--- src/cache_config.svh ---
`ifndef CACHE_CONFIG_SVH
`define CACHE_CONFIG_SVH

// cache geometry
`define CACHE_N_WAYS      4   // associativity
`define CACHE_NLINES_W    3   // 8 sets
`define CACHE_WORD_OFF_W  2   // 4 words per line

// bus widths
`define CACHE_ADDR_W      16  // byte address
`define CACHE_DATA_W      32

// victim selection, one of the rep_policy_e literals in cache_pkg
`define CACHE_REP_POLICY  REP_PLRU_TREE

`endif
--- src/cache_pkg.sv ---
`default_nettype none

`include "cache_config.svh"

package cache_pkg;

   localparam int N_WAYS     = `CACHE_N_WAYS;
   localparam int WAY_W      = $clog2(N_WAYS);        // way index width
   localparam int LINE_W     = `CACHE_NLINES_W;
   localparam int N_LINES    = 1 << LINE_W;
   localparam int WORD_OFF_W = `CACHE_WORD_OFF_W;
   localparam int LINE_WORDS = 1 << WORD_OFF_W;
   localparam int ADDR_W     = `CACHE_ADDR_W;
   localparam int DATA_W     = `CACHE_DATA_W;
   localparam int BYTE_OFF_W = $clog2(DATA_W / 8);
   localparam int TAG_W      = ADDR_W - LINE_W - WORD_OFF_W - BYTE_OFF_W;

   typedef logic [ADDR_W-1:0]     addr_t;
   typedef logic [DATA_W-1:0]     word_t;
   typedef logic [LINE_W-1:0]     line_idx_t;
   typedef logic [WORD_OFF_W-1:0] word_idx_t;
   typedef logic [TAG_W-1:0]      tag_t;
   typedef logic [N_WAYS-1:0]     way_vec_t;   // one bit per way

   // byte address split into its cache fields, msb first
   typedef struct packed {
      tag_t                  tag;
      line_idx_t             line;
      word_idx_t             word;
      logic [BYTE_OFF_W-1:0] byte_off;
   } addr_fields_t;

   typedef struct packed {
      logic     hit;
      way_vec_t way;   // one-hot on a hit, zero otherwise
   } lookup_t;

   typedef struct packed {
      logic      en;
      way_vec_t  way;
      line_idx_t line;
      word_idx_t word;
      word_t     data;
   } data_wr_t;

   typedef struct packed {
      logic  valid;
      logic  we;
      addr_t addr;    // always word aligned
      word_t wdata;
   } mem_req_t;

   typedef struct packed {
      logic  ack;
      word_t rdata;
   } mem_resp_t;

   typedef enum logic [2:0] {ST_IDLE, ST_LOOKUP, ST_REFILL, ST_WRITE, ST_ERROR} ctrl_state_e;
   typedef enum logic [1:0] {REP_LRU, REP_PLRU_MRU, REP_PLRU_TREE} rep_policy_e;

endpackage

`default_nettype wire

--- src/apb_pkg.sv ---
`default_nettype none

`include "cache_config.svh"

package apb_pkg;

   // requester side of an APB transfer
   typedef struct packed {
      logic                     psel;
      logic                     penable;
      logic                     pwrite;
      logic [`CACHE_ADDR_W-1:0] paddr;
      logic [`CACHE_DATA_W-1:0] pwdata;
   } apb_req_t;

   // completer side, pslverr and prdata only count while pready is high
   typedef struct packed {
      logic                     pready;
      logic                     pslverr;
      logic [`CACHE_DATA_W-1:0] prdata;
   } apb_resp_t;

endpackage

`default_nettype wire

--- src/apb_cache.sv ---
`timescale 1ns/1ps
`default_nettype none

`include "cache_config.svh"

module apb_cache import apb_pkg::*; import cache_pkg::*; (
   input  logic      clk_i,
   input  logic      reset_i,
   input  apb_req_t  apb_i,
   output apb_resp_t apb_o,
   output mem_req_t  mem_req_o,
   input  mem_resp_t mem_resp_i
);

   addr_fields_t lookup_addr;    // shared lookup address, split for the policy
   lookup_t      lookup;
   word_t        rdata;
   way_vec_t     victim;
   data_wr_t     data_wr;
   word_idx_t    word_idx;
   logic         fill;
   logic         policy_update;
   logic         refill_start;
   logic         refill_step;
   logic         last;

   cache_ctrl_fsm ctrl_inst (
      .clk_i           (clk_i),
      .reset_i         (reset_i),
      .apb_i           (apb_i),
      .apb_o           (apb_o),
      .mem_req_o       (mem_req_o),
      .mem_resp_i      (mem_resp_i),
      .lookup_i        (lookup),
      .lookup_addr_o   (lookup_addr),
      .rdata_i         (rdata),
      .fill_o          (fill),
      .victim_i        (victim),
      .data_wr_o       (data_wr),
      .policy_update_o (policy_update),
      .refill_start_o  (refill_start),
      .refill_step_o   (refill_step),
      .word_idx_i      (word_idx),
      .last_i          (last)
   );

   refill_counter refill_cnt_inst (
      .clk_i      (clk_i),
      .reset_i    (reset_i),
      .start_i    (refill_start),
      .step_i     (refill_step),
      .word_idx_o (word_idx),
      .last_o     (last)
   );

   cache_tag_array tag_inst (
      .clk_i      (clk_i),
      .reset_i    (reset_i),
      .addr_i     (lookup_addr),
      .fill_i     (fill),
      .fill_way_i (victim),      // policy holds still during a refill
      .lookup_o   (lookup)
   );

   cache_data_array data_inst (
      .clk_i    (clk_i),
      .addr_i   (lookup_addr),
      .rd_way_i (lookup.way),
      .rdata_o  (rdata),
      .wr_i     (data_wr)
   );

   cache_replacement_policy #(
      .REP_POLICY (`CACHE_REP_POLICY)
   ) policy_inst (
      .clk_i     (clk_i),
      .reset_i   (reset_i),
      .update_i  (policy_update),
      .line_i    (lookup_addr.line),
      .way_hit_i (lookup.way),
      .victim_o  (victim)
   );

endmodule

`default_nettype wire

--- src/cache_ctrl_fsm.sv ---
`timescale 1ns/1ps
`default_nettype none

module cache_ctrl_fsm import apb_pkg::*; import cache_pkg::*; (
   input  logic      clk_i,
   input  logic      reset_i,
   input  apb_req_t  apb_i,
   output apb_resp_t apb_o,
   output mem_req_t  mem_req_o,
   input  mem_resp_t mem_resp_i,
   input  lookup_t   lookup_i,
   output addr_t     lookup_addr_o,
   input  word_t     rdata_i,           // cached word of the hit way
   output logic      fill_o,
   input  way_vec_t  victim_i,
   output data_wr_t  data_wr_o,
   output logic      policy_update_o,
   output logic      refill_start_o,
   output logic      refill_step_o,
   input  word_idx_t word_idx_i,
   input  logic      last_i
);

   ctrl_state_e  state_q, state_d;
   way_vec_t     victim_q;   // way under refill
   addr_fields_t req_f;      // APB address, held stable by the requester
   addr_fields_t refill_f;   // current refill word address

   assign req_f         = addr_fields_t'(apb_i.paddr);
   assign lookup_addr_o = apb_i.paddr;

   always_comb begin
      refill_f          = req_f;
      refill_f.word     = word_idx_i;   // ascending from the line base
      refill_f.byte_off = '0;
   end

   always_comb begin
      state_d         = state_q;
      apb_o           = '0;
      mem_req_o       = '0;
      data_wr_o       = '0;
      fill_o          = 1'b0;
      policy_update_o = 1'b0;
      refill_start_o  = 1'b0;
      refill_step_o   = 1'b0;
      case (state_q)
         ST_IDLE: begin
            if (apb_i.psel && !apb_i.penable) begin   // setup cycle
               if (req_f.byte_off != '0) state_d = ST_ERROR;
               else if (apb_i.pwrite)    state_d = ST_WRITE;
               else                      state_d = ST_LOOKUP;
            end
         end
         ST_LOOKUP: begin
            if (apb_i.pwrite) begin              // write already done in memory
               apb_o.pready = 1'b1;
               state_d      = ST_IDLE;
            end else if (lookup_i.hit) begin
               apb_o.pready    = 1'b1;
               apb_o.prdata    = rdata_i;
               policy_update_o = 1'b1;
               state_d         = ST_IDLE;
            end else begin
               refill_start_o = 1'b1;
               state_d        = ST_REFILL;
            end
         end
         ST_REFILL: begin
            mem_req_o.valid = 1'b1;
            mem_req_o.addr  = refill_f;
            if (mem_resp_i.ack) begin
               refill_step_o = 1'b1;
               data_wr_o     = '{en: 1'b1, way: victim_q, line: req_f.line,
                                 word: word_idx_i, data: mem_resp_i.rdata};
               if (last_i) begin
                  fill_o  = 1'b1;          // tag and valid with the last word
                  state_d = ST_LOOKUP;     // lookup again, now a hit
               end
            end
         end
         ST_WRITE: begin
            mem_req_o = '{valid: 1'b1, we: 1'b1, addr: apb_i.paddr, wdata: apb_i.pwdata};
            if (mem_resp_i.ack) begin
               if (lookup_i.hit) begin     // keep the cached copy current, no allocate
                  data_wr_o       = '{en: 1'b1, way: lookup_i.way, line: req_f.line,
                                      word: req_f.word, data: apb_i.pwdata};
                  policy_update_o = 1'b1;
               end
               state_d = ST_LOOKUP;
            end
         end
         ST_ERROR: begin
            apb_o.pready  = 1'b1;
            apb_o.pslverr = 1'b1;
            state_d       = ST_IDLE;
         end
         default: state_d = ST_IDLE;
      endcase
   end

   always_ff @(posedge clk_i) begin
      if (reset_i) state_q <= ST_IDLE;
      else         state_q <= state_d;
   end

   always_ff @(posedge clk_i) begin
      if (refill_start_o) victim_q <= victim_i;
   end

   // relies on the APB requester holding paddr and pwdata through the transfer
   mem_req_stable_a : assert property (@(posedge clk_i) disable iff (reset_i)
      mem_req_o.valid && !mem_resp_i.ack |=> $stable(mem_req_o));

endmodule

`default_nettype wire

--- src/cache_replacement_policy.sv ---
`timescale 1ns/1ps
`default_nettype none

module cache_replacement_policy import cache_pkg::*; #(
   parameter rep_policy_e REP_POLICY = REP_PLRU_TREE
) (
   input  logic      clk_i,
   input  logic      reset_i,
   input  logic      update_i,    // hit on line_i
   input  line_idx_t line_i,
   input  way_vec_t  way_hit_i,
   output way_vec_t  victim_o     // way to refill in line_i
);

   // bits per set: ranks, mru bits or tree nodes
   localparam int ST_W = (REP_POLICY == REP_LRU)      ? N_WAYS * WAY_W :
                         (REP_POLICY == REP_PLRU_MRU) ? N_WAYS : N_WAYS - 1;

   logic [ST_W-1:0] state_q [N_LINES];
   logic [ST_W-1:0] state_cur, state_nxt;

   assign state_cur = state_q[line_i];

   always_ff @(posedge clk_i) begin
      if (reset_i) begin
         for (int l = 0; l < N_LINES; l++) begin
            state_q[l] <= '0;
         end
      end else if (update_i) begin
         state_q[line_i] <= state_nxt;
      end
   end

   if (REP_POLICY == REP_LRU) begin : g_lru
      logic [WAY_W-1:0] rank [N_WAYS];
      logic [WAY_W-1:0] hit_rank;

      always_comb begin
         hit_rank = '0;
         for (int w = 0; w < N_WAYS; w++) begin
            // all zero means untouched set, ranks start at the way index
            rank[w] = (|state_cur) ? state_cur[w*WAY_W +: WAY_W] : WAY_W'(w);
            if (way_hit_i[w]) hit_rank = rank[w];
         end
         for (int w = 0; w < N_WAYS; w++) begin
            if (way_hit_i[w])
               state_nxt[w*WAY_W +: WAY_W] = '1;                // most recent
            else if (rank[w] > hit_rank)
               state_nxt[w*WAY_W +: WAY_W] = rank[w] - 1'b1;
            else
               state_nxt[w*WAY_W +: WAY_W] = rank[w];
            victim_o[w] = (rank[w] == '0);                      // least recent
         end
      end
   end else if (REP_POLICY == REP_PLRU_MRU) begin : g_mru
      always_comb begin
         // once every bit would be set, start over from the hit way
         state_nxt = (&(state_cur | way_hit_i)) ? way_hit_i : (state_cur | way_hit_i);
         victim_o  = ~state_cur & (state_cur + 1'b1);           // lowest clear bit
      end
   end else begin : g_tree
      logic [WAY_W:0]   vic_node;   // heap numbering, root is 1
      logic [WAY_W:0]   upd_node;
      logic [WAY_W-1:0] hit_idx;

      always_comb begin
         vic_node = 1;
         for (int l = 0; l < WAY_W; l++) begin
            vic_node = {vic_node[WAY_W-1:0], state_cur[vic_node-1]};   // 0 goes left
         end
         victim_o = way_vec_t'(1) << vic_node[WAY_W-1:0];    // leaf minus N_WAYS

         hit_idx = '0;
         for (int w = 0; w < N_WAYS; w++) begin
            if (way_hit_i[w]) hit_idx = WAY_W'(w);
         end
         state_nxt = state_cur;
         upd_node  = 1;
         for (int l = 0; l < WAY_W; l++) begin
            state_nxt[upd_node-1] = ~hit_idx[WAY_W-1-l];   // point away from the hit
            upd_node = {upd_node[WAY_W-1:0], hit_idx[WAY_W-1-l]};
         end
      end
   end

   victim_onehot_a : assert property (@(posedge clk_i) disable iff (reset_i)
      $onehot(victim_o));

   // the FSM only updates on a real hit from the tag array
   update_on_hit_a : assert property (@(posedge clk_i) disable iff (reset_i)
      update_i |-> $onehot(way_hit_i));

endmodule

`default_nettype wire

--- src/cache_data_array.sv ---
`timescale 1ns/1ps
`default_nettype none

module cache_data_array import cache_pkg::*; (
   input  logic     clk_i,
   input  addr_t    addr_i,     // read address
   input  way_vec_t rd_way_i,   // one-hot hit way
   output word_t    rdata_o,
   input  data_wr_t wr_i
);

   addr_fields_t fields;
   word_t        mem_q [N_WAYS][N_LINES][LINE_WORDS];

   assign fields = addr_fields_t'(addr_i);

   // and-or mux over the ways, zero when nothing hits
   always_comb begin
      rdata_o = '0;
      for (int w = 0; w < N_WAYS; w++) begin
         if (rd_way_i[w]) rdata_o |= mem_q[w][fields.line][fields.word];
      end
   end

   always_ff @(posedge clk_i) begin
      if (wr_i.en) begin
         for (int w = 0; w < N_WAYS; w++) begin
            if (wr_i.way[w]) mem_q[w][wr_i.line][wr_i.word] <= wr_i.data;
         end
      end
   end

endmodule

`default_nettype wire

--- src/cache_tag_array.sv ---
`timescale 1ns/1ps
`default_nettype none

module cache_tag_array import cache_pkg::*; (
   input  logic     clk_i,
   input  logic     reset_i,
   input  addr_t    addr_i,       // lookup and fill address
   input  logic     fill_i,       // write tag, set valid
   input  way_vec_t fill_way_i,   // one-hot way to fill
   output lookup_t  lookup_o
);

   addr_fields_t fields;
   tag_t         tag_q   [N_LINES][N_WAYS];
   way_vec_t     valid_q [N_LINES];
   way_vec_t     hit_vec;

   assign fields = addr_fields_t'(addr_i);

   // parallel compare against every way of the set
   always_comb begin
      for (int w = 0; w < N_WAYS; w++) begin
         hit_vec[w] = valid_q[fields.line][w] && (tag_q[fields.line][w] == fields.tag);
      end
   end

   assign lookup_o.hit = |hit_vec;
   assign lookup_o.way = hit_vec;

   // valid bits are control state
   always_ff @(posedge clk_i) begin
      if (reset_i) begin
         for (int l = 0; l < N_LINES; l++) begin
            valid_q[l] <= '0;
         end
      end else if (fill_i) begin
         valid_q[fields.line] <= valid_q[fields.line] | fill_way_i;
      end
   end

   always_ff @(posedge clk_i) begin
      for (int w = 0; w < N_WAYS; w++) begin
         if (fill_i && fill_way_i[w]) tag_q[fields.line][w] <= fields.tag;
      end
   end

   // fills only follow a miss, so a tag never lands twice in a set
   hit_not_multi_a : assert property (@(posedge clk_i) disable iff (reset_i)
      $onehot0(hit_vec));

   // the fill way comes from the policy and must name a single way
   fill_onehot_a : assert property (@(posedge clk_i) disable iff (reset_i)
      fill_i |-> $onehot(fill_way_i));

endmodule

`default_nettype wire

--- src/refill_counter.sv ---
`timescale 1ns/1ps
`default_nettype none

module refill_counter import cache_pkg::*; (
   input  logic      clk_i,
   input  logic      reset_i,
   input  logic      start_i,    // new refill, back to word 0
   input  logic      step_i,     // one word acknowledged
   output word_idx_t word_idx_o,
   output logic      last_o
);

   word_idx_t idx_q;
   logic      armed_q;   // a refill is in progress

   always_ff @(posedge clk_i) begin
      if (reset_i) begin
         idx_q   <= '0;
         armed_q <= 1'b0;
      end else if (start_i) begin
         idx_q   <= '0;
         armed_q <= 1'b1;
      end else if (step_i) begin
         idx_q <= idx_q + 1'b1;   // wraps to 0 after the last word
         if (last_o) armed_q <= 1'b0;
      end
   end

   assign word_idx_o = idx_q;
   assign last_o     = (idx_q == word_idx_t'(LINE_WORDS - 1));

   // the FSM only steps inside a refill it has started
   step_after_start_a : assert property (@(posedge clk_i) disable iff (reset_i)
      step_i |-> armed_q);

endmodule

`default_nettype wire

--- config.mk ---
export PLATFORM = sky130hd
export DESIGN_NAME = apb_cache
export DESIGN_NICKNAME = d
export VERILOG_FILES = /design/src/cache_pkg.sv /design/src/apb_pkg.sv /design/src/apb_cache.sv /design/src/cache_ctrl_fsm.sv /design/src/cache_replacement_policy.sv /design/src/cache_data_array.sv /design/src/cache_tag_array.sv /design/src/refill_counter.sv
export VERILOG_INCLUDE_DIRS = /design/src
export SDC_FILE = /design/constraint.sdc
export NUM_CORES = 2
export LEC_CHECK = 0
export BUFFER_PORTS_ARGS = -buffer_cell sky130_fd_sc_hd__buf_4
export CAP_MARGIN = 20
export CORE_MARGIN = 4
export CORE_UTILIZATION = 40
export DETAILED_ROUTE_END_ITERATION = 12
export REMOVE_ABC_BUFFERS = 1
export SYNTH_ARGS = -nofsm -noshare
export SYNTH_HDL_FRONTEND = slang
export SYNTH_MEMORY_MAX_BITS = 65536
export SYNTH_SLANG_ARGS = --single-unit
--- constraint.sdc ---
create_clock -name clk_i -period 8.15 [get_ports clk_i]
set_input_delay 0.815 -clock clk_i [delete_from_list [all_inputs] [get_ports clk_i]]
set_output_delay 0.815 -clock clk_i [all_outputs]
set_load 0.01 [all_outputs]
After elaboration in Yosys (flattened, before gate mapping)
Memory sizes are Yosys's and may differ from the RTL's.
Index checks and enable logic that the tools add are counted.
- memory bits (writable): 4440
- memories: 4
- logic and storage cells: 173
- bits of input ports: 86
- flip-flop bits (word level): 9
- reduce and logical (&&, ||, !) cells: 21
- multiplexer cells: 109
- equal/unequal tests: 13
- bitwise operators: 10
- add/subtract/negate cells: 3
- shift operators: 1
- $lt $le $gt $ge: 9
- memory list (name ; words ; width ; read ports ; clocked after memory_dff ; write ports ; RTL line ; RTL):
    data_inst.mem_q ; 4 ; 1024 ; 4 ; 0 ; 4 ; cache_data_array.sv:13 ; word_t mem_q [N_WAYS][N_LINES][LINE_WORDS];
    tag_inst.tag_q ; 8 ; 36 ; 1 ; 0 ; 1 ; cache_tag_array.sv:14 ; tag_t tag_q [N_LINES][N_WAYS];
    tag_inst.valid_q ; 8 ; 4 ; 1 ; 0 ; 8 ; cache_tag_array.sv:15 ; way_vec_t valid_q [N_LINES];
    policy_inst.state_q ; 8 ; 3 ; 1 ; 0 ; 8 ; cache_replacement_policy.sv:19 ; logic [ST_W-1:0] state_q [N_LINES];
- operators by type and width (kind ; number):
    $mux W1024 ; 4
    $bmux W128 S3 ; 4
    $mux W128 ; 9
    $mux W32 ; 17
    $demux W128 S3 ; 1
    $bmux W32 S2 ; 4
    $mux W42 ; 3
    $or A32 B32 Y32 ; 3
    $pmux W42 S2 ; 1
    $demux W32 S2 ; 1
    $lt A32 B3 Y1 const B ; 2
    $mux W1 ; 44
    $eq A9 B9 Y1 ; 4
    $ge A32 B1 Y1 const B ; 1
    $pmux W16 S2 ; 1
    $mux W3 ; 8
    $logic_and A1 B1 Y1 ; 12
    $pmux W3 S4 ; 1
    $mux W2 ; 5
    $ge A4 B4 Y1 const B ; 2
    $not A3 Y4 ; 2
    $reduce_or A4 Y1 ; 2
    $eq A3 B2 Y1 const B ; 2
    $ge A3 B3 Y1 const B ; 2
    other kinds (24) ; 31

Logic depth before layout (Yosys ltp)
- word-level depth: 17
- gate-level depth with buffers: 18
- mapped depth without buffers: 8

Hierarchy
A second synthesis with hierarchy kept.
- cells, all modules: 8662
- area total of the unflattened synthesis: 173204.9 um^2
- modules (own cells, without submodules) (module ; instances ; cells each ; area each (um^2)):
    cache_data_array ; 1 ; 7639 ; 157397.2
    cache_tag_array ; 1 ; 714 ; 12963.7
    cache_ctrl_fsm ; 1 ; 204 ; 1527.7
    cache_replacement_policy ; 1 ; 98 ; 1224.9
    refill_counter ; 1 ; 7 ; 91.3

Worst setup path before layout
OpenSTA, ideal clock, no wires.
- path kind: in2reg
- start: input port apb_i[36] in the netlist's numbering
- end: memory data_inst.mem_q[3][160] in the netlist's numbering, enable pin
- arrival time: 8.013 ns
- library setup time: 0.595 ns
- buffers on the path: 2
- required time: 7.555 ns
- stages on the path: 10
- setup slack: -0.457 ns
- cells stage by stage: buf_4 buf_6 mux2_4 a32o_1 or4_1 a22oi_1 nand4b_2 o31ai_4 o31ai_2 a2111oi_0
- RTL lines (element ; RTL line ; RTL):
    start: declaration ; apb_cache.sv:9 ; input apb_req_t apb_i,
    end: declaration ; cache_data_array.sv:13 ;

==> impl_metrics.json <==
{
  "post-dp-hpwl_um": 346000,
  "area_growth_pct": 15.0,
  "worstHoldStart": "apb_i[33]",
  "reg2reg_depth": 11,
  "fp.dieW_um": 664,
  "clock-sinks": 4449,
  "fp.dieArea_sq_um": 441000,
  "drc_errors": 0,
  "cts-root-buf": "clkbuf_16",
  "track_usage": 0.271,
  "yosysMostFrequentCell": "edfxtp_1",
  "min_period_ps": 7080,
  "postCtsHoldBufs": 0,
  "first_pass_iters": 6,
  "yosysTopAreaCell": "edfxtp_1",
  "finalPower_w": 0.0473,
  "yosysUniqueCellTypes": 95,
  "crit_path_max_fanout": 106,
  "routed_wl_um": 617000,
  "cts_resized": 0,
  "syn_area_sq_um": 172000,
  "hold_viol": 0,
  "period_share": 0.869,
  "synth_seq_cells": 4449,
  "power.density_nw_per_um2": 239,
  "cp.arrival_ps": 6270,
  "finalClockSkew_ps": 96.7,
  "r2r_end": "data_inst.mem_q[3][649]",
  "ant_nets": 0,
  "async_flop_share": 0,
  "fillers": 36250,
  "grt_pass1_vias": 102011,
  "synth.avg_cell_area_sq_um": 17.1,
  "maxSlewHeadroom": 0.172,
  "final_nets": 10575,
  "r2r_start": "tag_inst.tag_q[7][16]",
  "finalSetupTns_ps": 0,
  "wl_per_cell_um": 37.3,
  "worstMarginPinSlew_ps": 1240,
  "worst_setup_path_end_kind": "output pin",
  "gr-total-overflow": 0,
  "initial_core_util": 0.402,
  "instances_no_fill": 16547,
  "status": "finished, final reports clean",
  "drv_cap": 0,
  "reg2reg_slack_ps": 2810,
  "synthCells": 10089,
  "hp-class": "input port to register",
  "grt_antenna_before_repair": 42,
  "max_freq_mhz": 141,
  "clock_latency_ps": 1020,
  "p_leak_nw": 67.2,
  "cts_tree": "done",
  "core_area_sq_um": 428000,
  "ys_warn_count": 0,
  "holdPathStages": 3,
  "postCtsSetupBuffers": 0,
  "ioPinCount": 170,
  "drtIter0Drc": 17099,
  "cts.htree.levels": 5,
  "fin_area_sq_um": 198000,
  "seq_area_frac_synth": 0.775,
  "ir_worst_vdd_uv": 197,
  "avgViaCountPerCell": 6.44,
  "post-place-cells": 15721,
  "num_vias": 106532,
  "path_clk_slew_ps": 60,
  "setup_violations": 0,
  "cts_made_buffers": 440,
  "worst_ep_required_time_ps": 7340,
  "yosys-top-cells-area": "edfxtp_1 (77%), mux2i_1 (3.4%), a21oi_1 (1.8%), mux4_2 (1.8%), a22oi_1 (1.6%)",
  "grt_max_degree": 107,
  "cp-start-kind": "input port",
  "whs_endpoint": "ctrl_inst.state_q[2]",
  "yosys-top-cells-count": "edfxtp_1 (4,444), a21oi_1 (620), nor2_1 (594)",
  "io_buffers": 169,
  "rsz0062_at_grt": "false",
  "ys.flop_type": "edfxtp_1",
  "place.gp.congestion": 0.892,
  "drive_above_1_share": 0.172,
  "synth_edf_count": 4444,
  "grt_pass1_wl_um": 841000,
  "crit_type": "input port to output pin",
  "rows": 240,
  "yosysTopAreaCellShare": 0.775,
  "clock_path_buffers": 4,
  "place_area_sq_um": 184000,
  "drv_slew": 0,
  "die_h_um": 664
}
[cell type report]
type / instances / area (sq um) / area share
timing repair buffer: 690 / 6190 / 0.0313
clock inverter: 264 / 2390 / 0.0121
sequential: 4449 / 134000 / 0.674
tap: 5687 / 7120 / 0.0359
multi-input combinational: 4895 / 37200 / 0.188
antenna: 13 / 32.5 / 0.000164
clock buffer: 537 / 11500 / 0.0582
inverter: 12 / 66.3 / 0.000335
[power by group]
group          switching [W]  internal [W]
clock                0.00874        0.0111
combinational        0.00180      0.000654
sequential        0.00000866        0.0249
[logic make-up (layout without fill, tap and decap cells)]
family          Yosys count  after routing  share of synthesized area
other cells               0             13                          0
fa+ha+maj                 1              1                  0.0000726
flops                  4449           4449                      0.775
xor+xnor                 24             24                    0.00122
compound gates         2587           2587                      0.103
simple gates           1341           1341                     0.0338
mux                     942            942                     0.0661
buf+inv                 745           1503                     0.0203
[critical path, stage by stage]
cell	delay, ps
buf_12	460
inv_2	600
nand2_2	640
buf_4	780
o21ai_0	160
a211o_1	300
a21oi_1	180
nor3_1	160
buf_4	220
o32a_1	460
a31oi_1	910
buf_4	270
[layer usage]
metal / vias to the layer above / wire length (um) / track usage
met3: 1537 / 76000 / 0.0630
li1: 41837 / - / -
met2: 7874 / 275000 / 0.412
met4: 12 / 42200 / 0.156
met1: 55272 / 223000 / 0.357
met5: - / 75 / 0
[registers in the layout (all words and copies together), names as in the netlist]
signal	cells
tag_inst.valid_q	32
policy_inst.state_q	24
data_inst.mem_q	4096
refill_cnt_inst.word_idx_o	2
tag_inst.tag_q	288
ctrl_inst.victim_q	4
ctrl_inst.state_q	3
[cells in the final DEF (no fill, tap or decap), types with 20 or more instances in the layout]
cell	n
o21ai_0	391
buf_4	593
o22a_1	20
o2111ai_1	58
a22oi_1	358
a21oi_1	588
a21oi_4	32
nand2_1	355
and3_1	50
nor3_1	80
mux2i_1	593
clkinv_1	126
a31oi_1	34
mux4_2	135
nor3_2	20
a211oi_1	27
edfxtp_1	4444
o211ai_1	85
o221ai_1	100
o2bb2ai_1	23
buf_12	79
a2111oi_0	37
o22ai_1	240
nand4_1	29
a22o_1	67
a221o_1	49
a211oi_4	47
a22o_4	32
nor2_1	590
clkinv_2	72
a221oi_1	195
clkbuf_16	445
nand3_1	94
a222oi_1	27
clkbuf_1	88
mux2_2	213
bufinv_16	35
[stage by stage]
stage	util	worst slack, ps	hold slack [ps]
final	0.462	1070	196
after global routing	0.462	1240	213
after CTS	0.462	1320	126
after detailed placement	0.430	1360	590
after global placement	0.429	-231	537
after floorplan	-	-7140	495
[worst max-delay path by stage]
stage	slack, ps	from	cells past startpoint	to
global placement	-230	apb_i[37]	11	apb_o[2]
finish	1070	apb_i[36]	12	apb_o[19]
CTS	1320	apb_i[38]	10	apb_o[31]
global route	1240	apb_i[36]	12	apb_o[19]
detailed placement	1360	apb_i[37]	11	apb_o[31]
floorplan	-7140	apb_i[38]	8	data_inst.mem_q[3][160]
No activity file was read; power rests on OpenSTA's default activity.
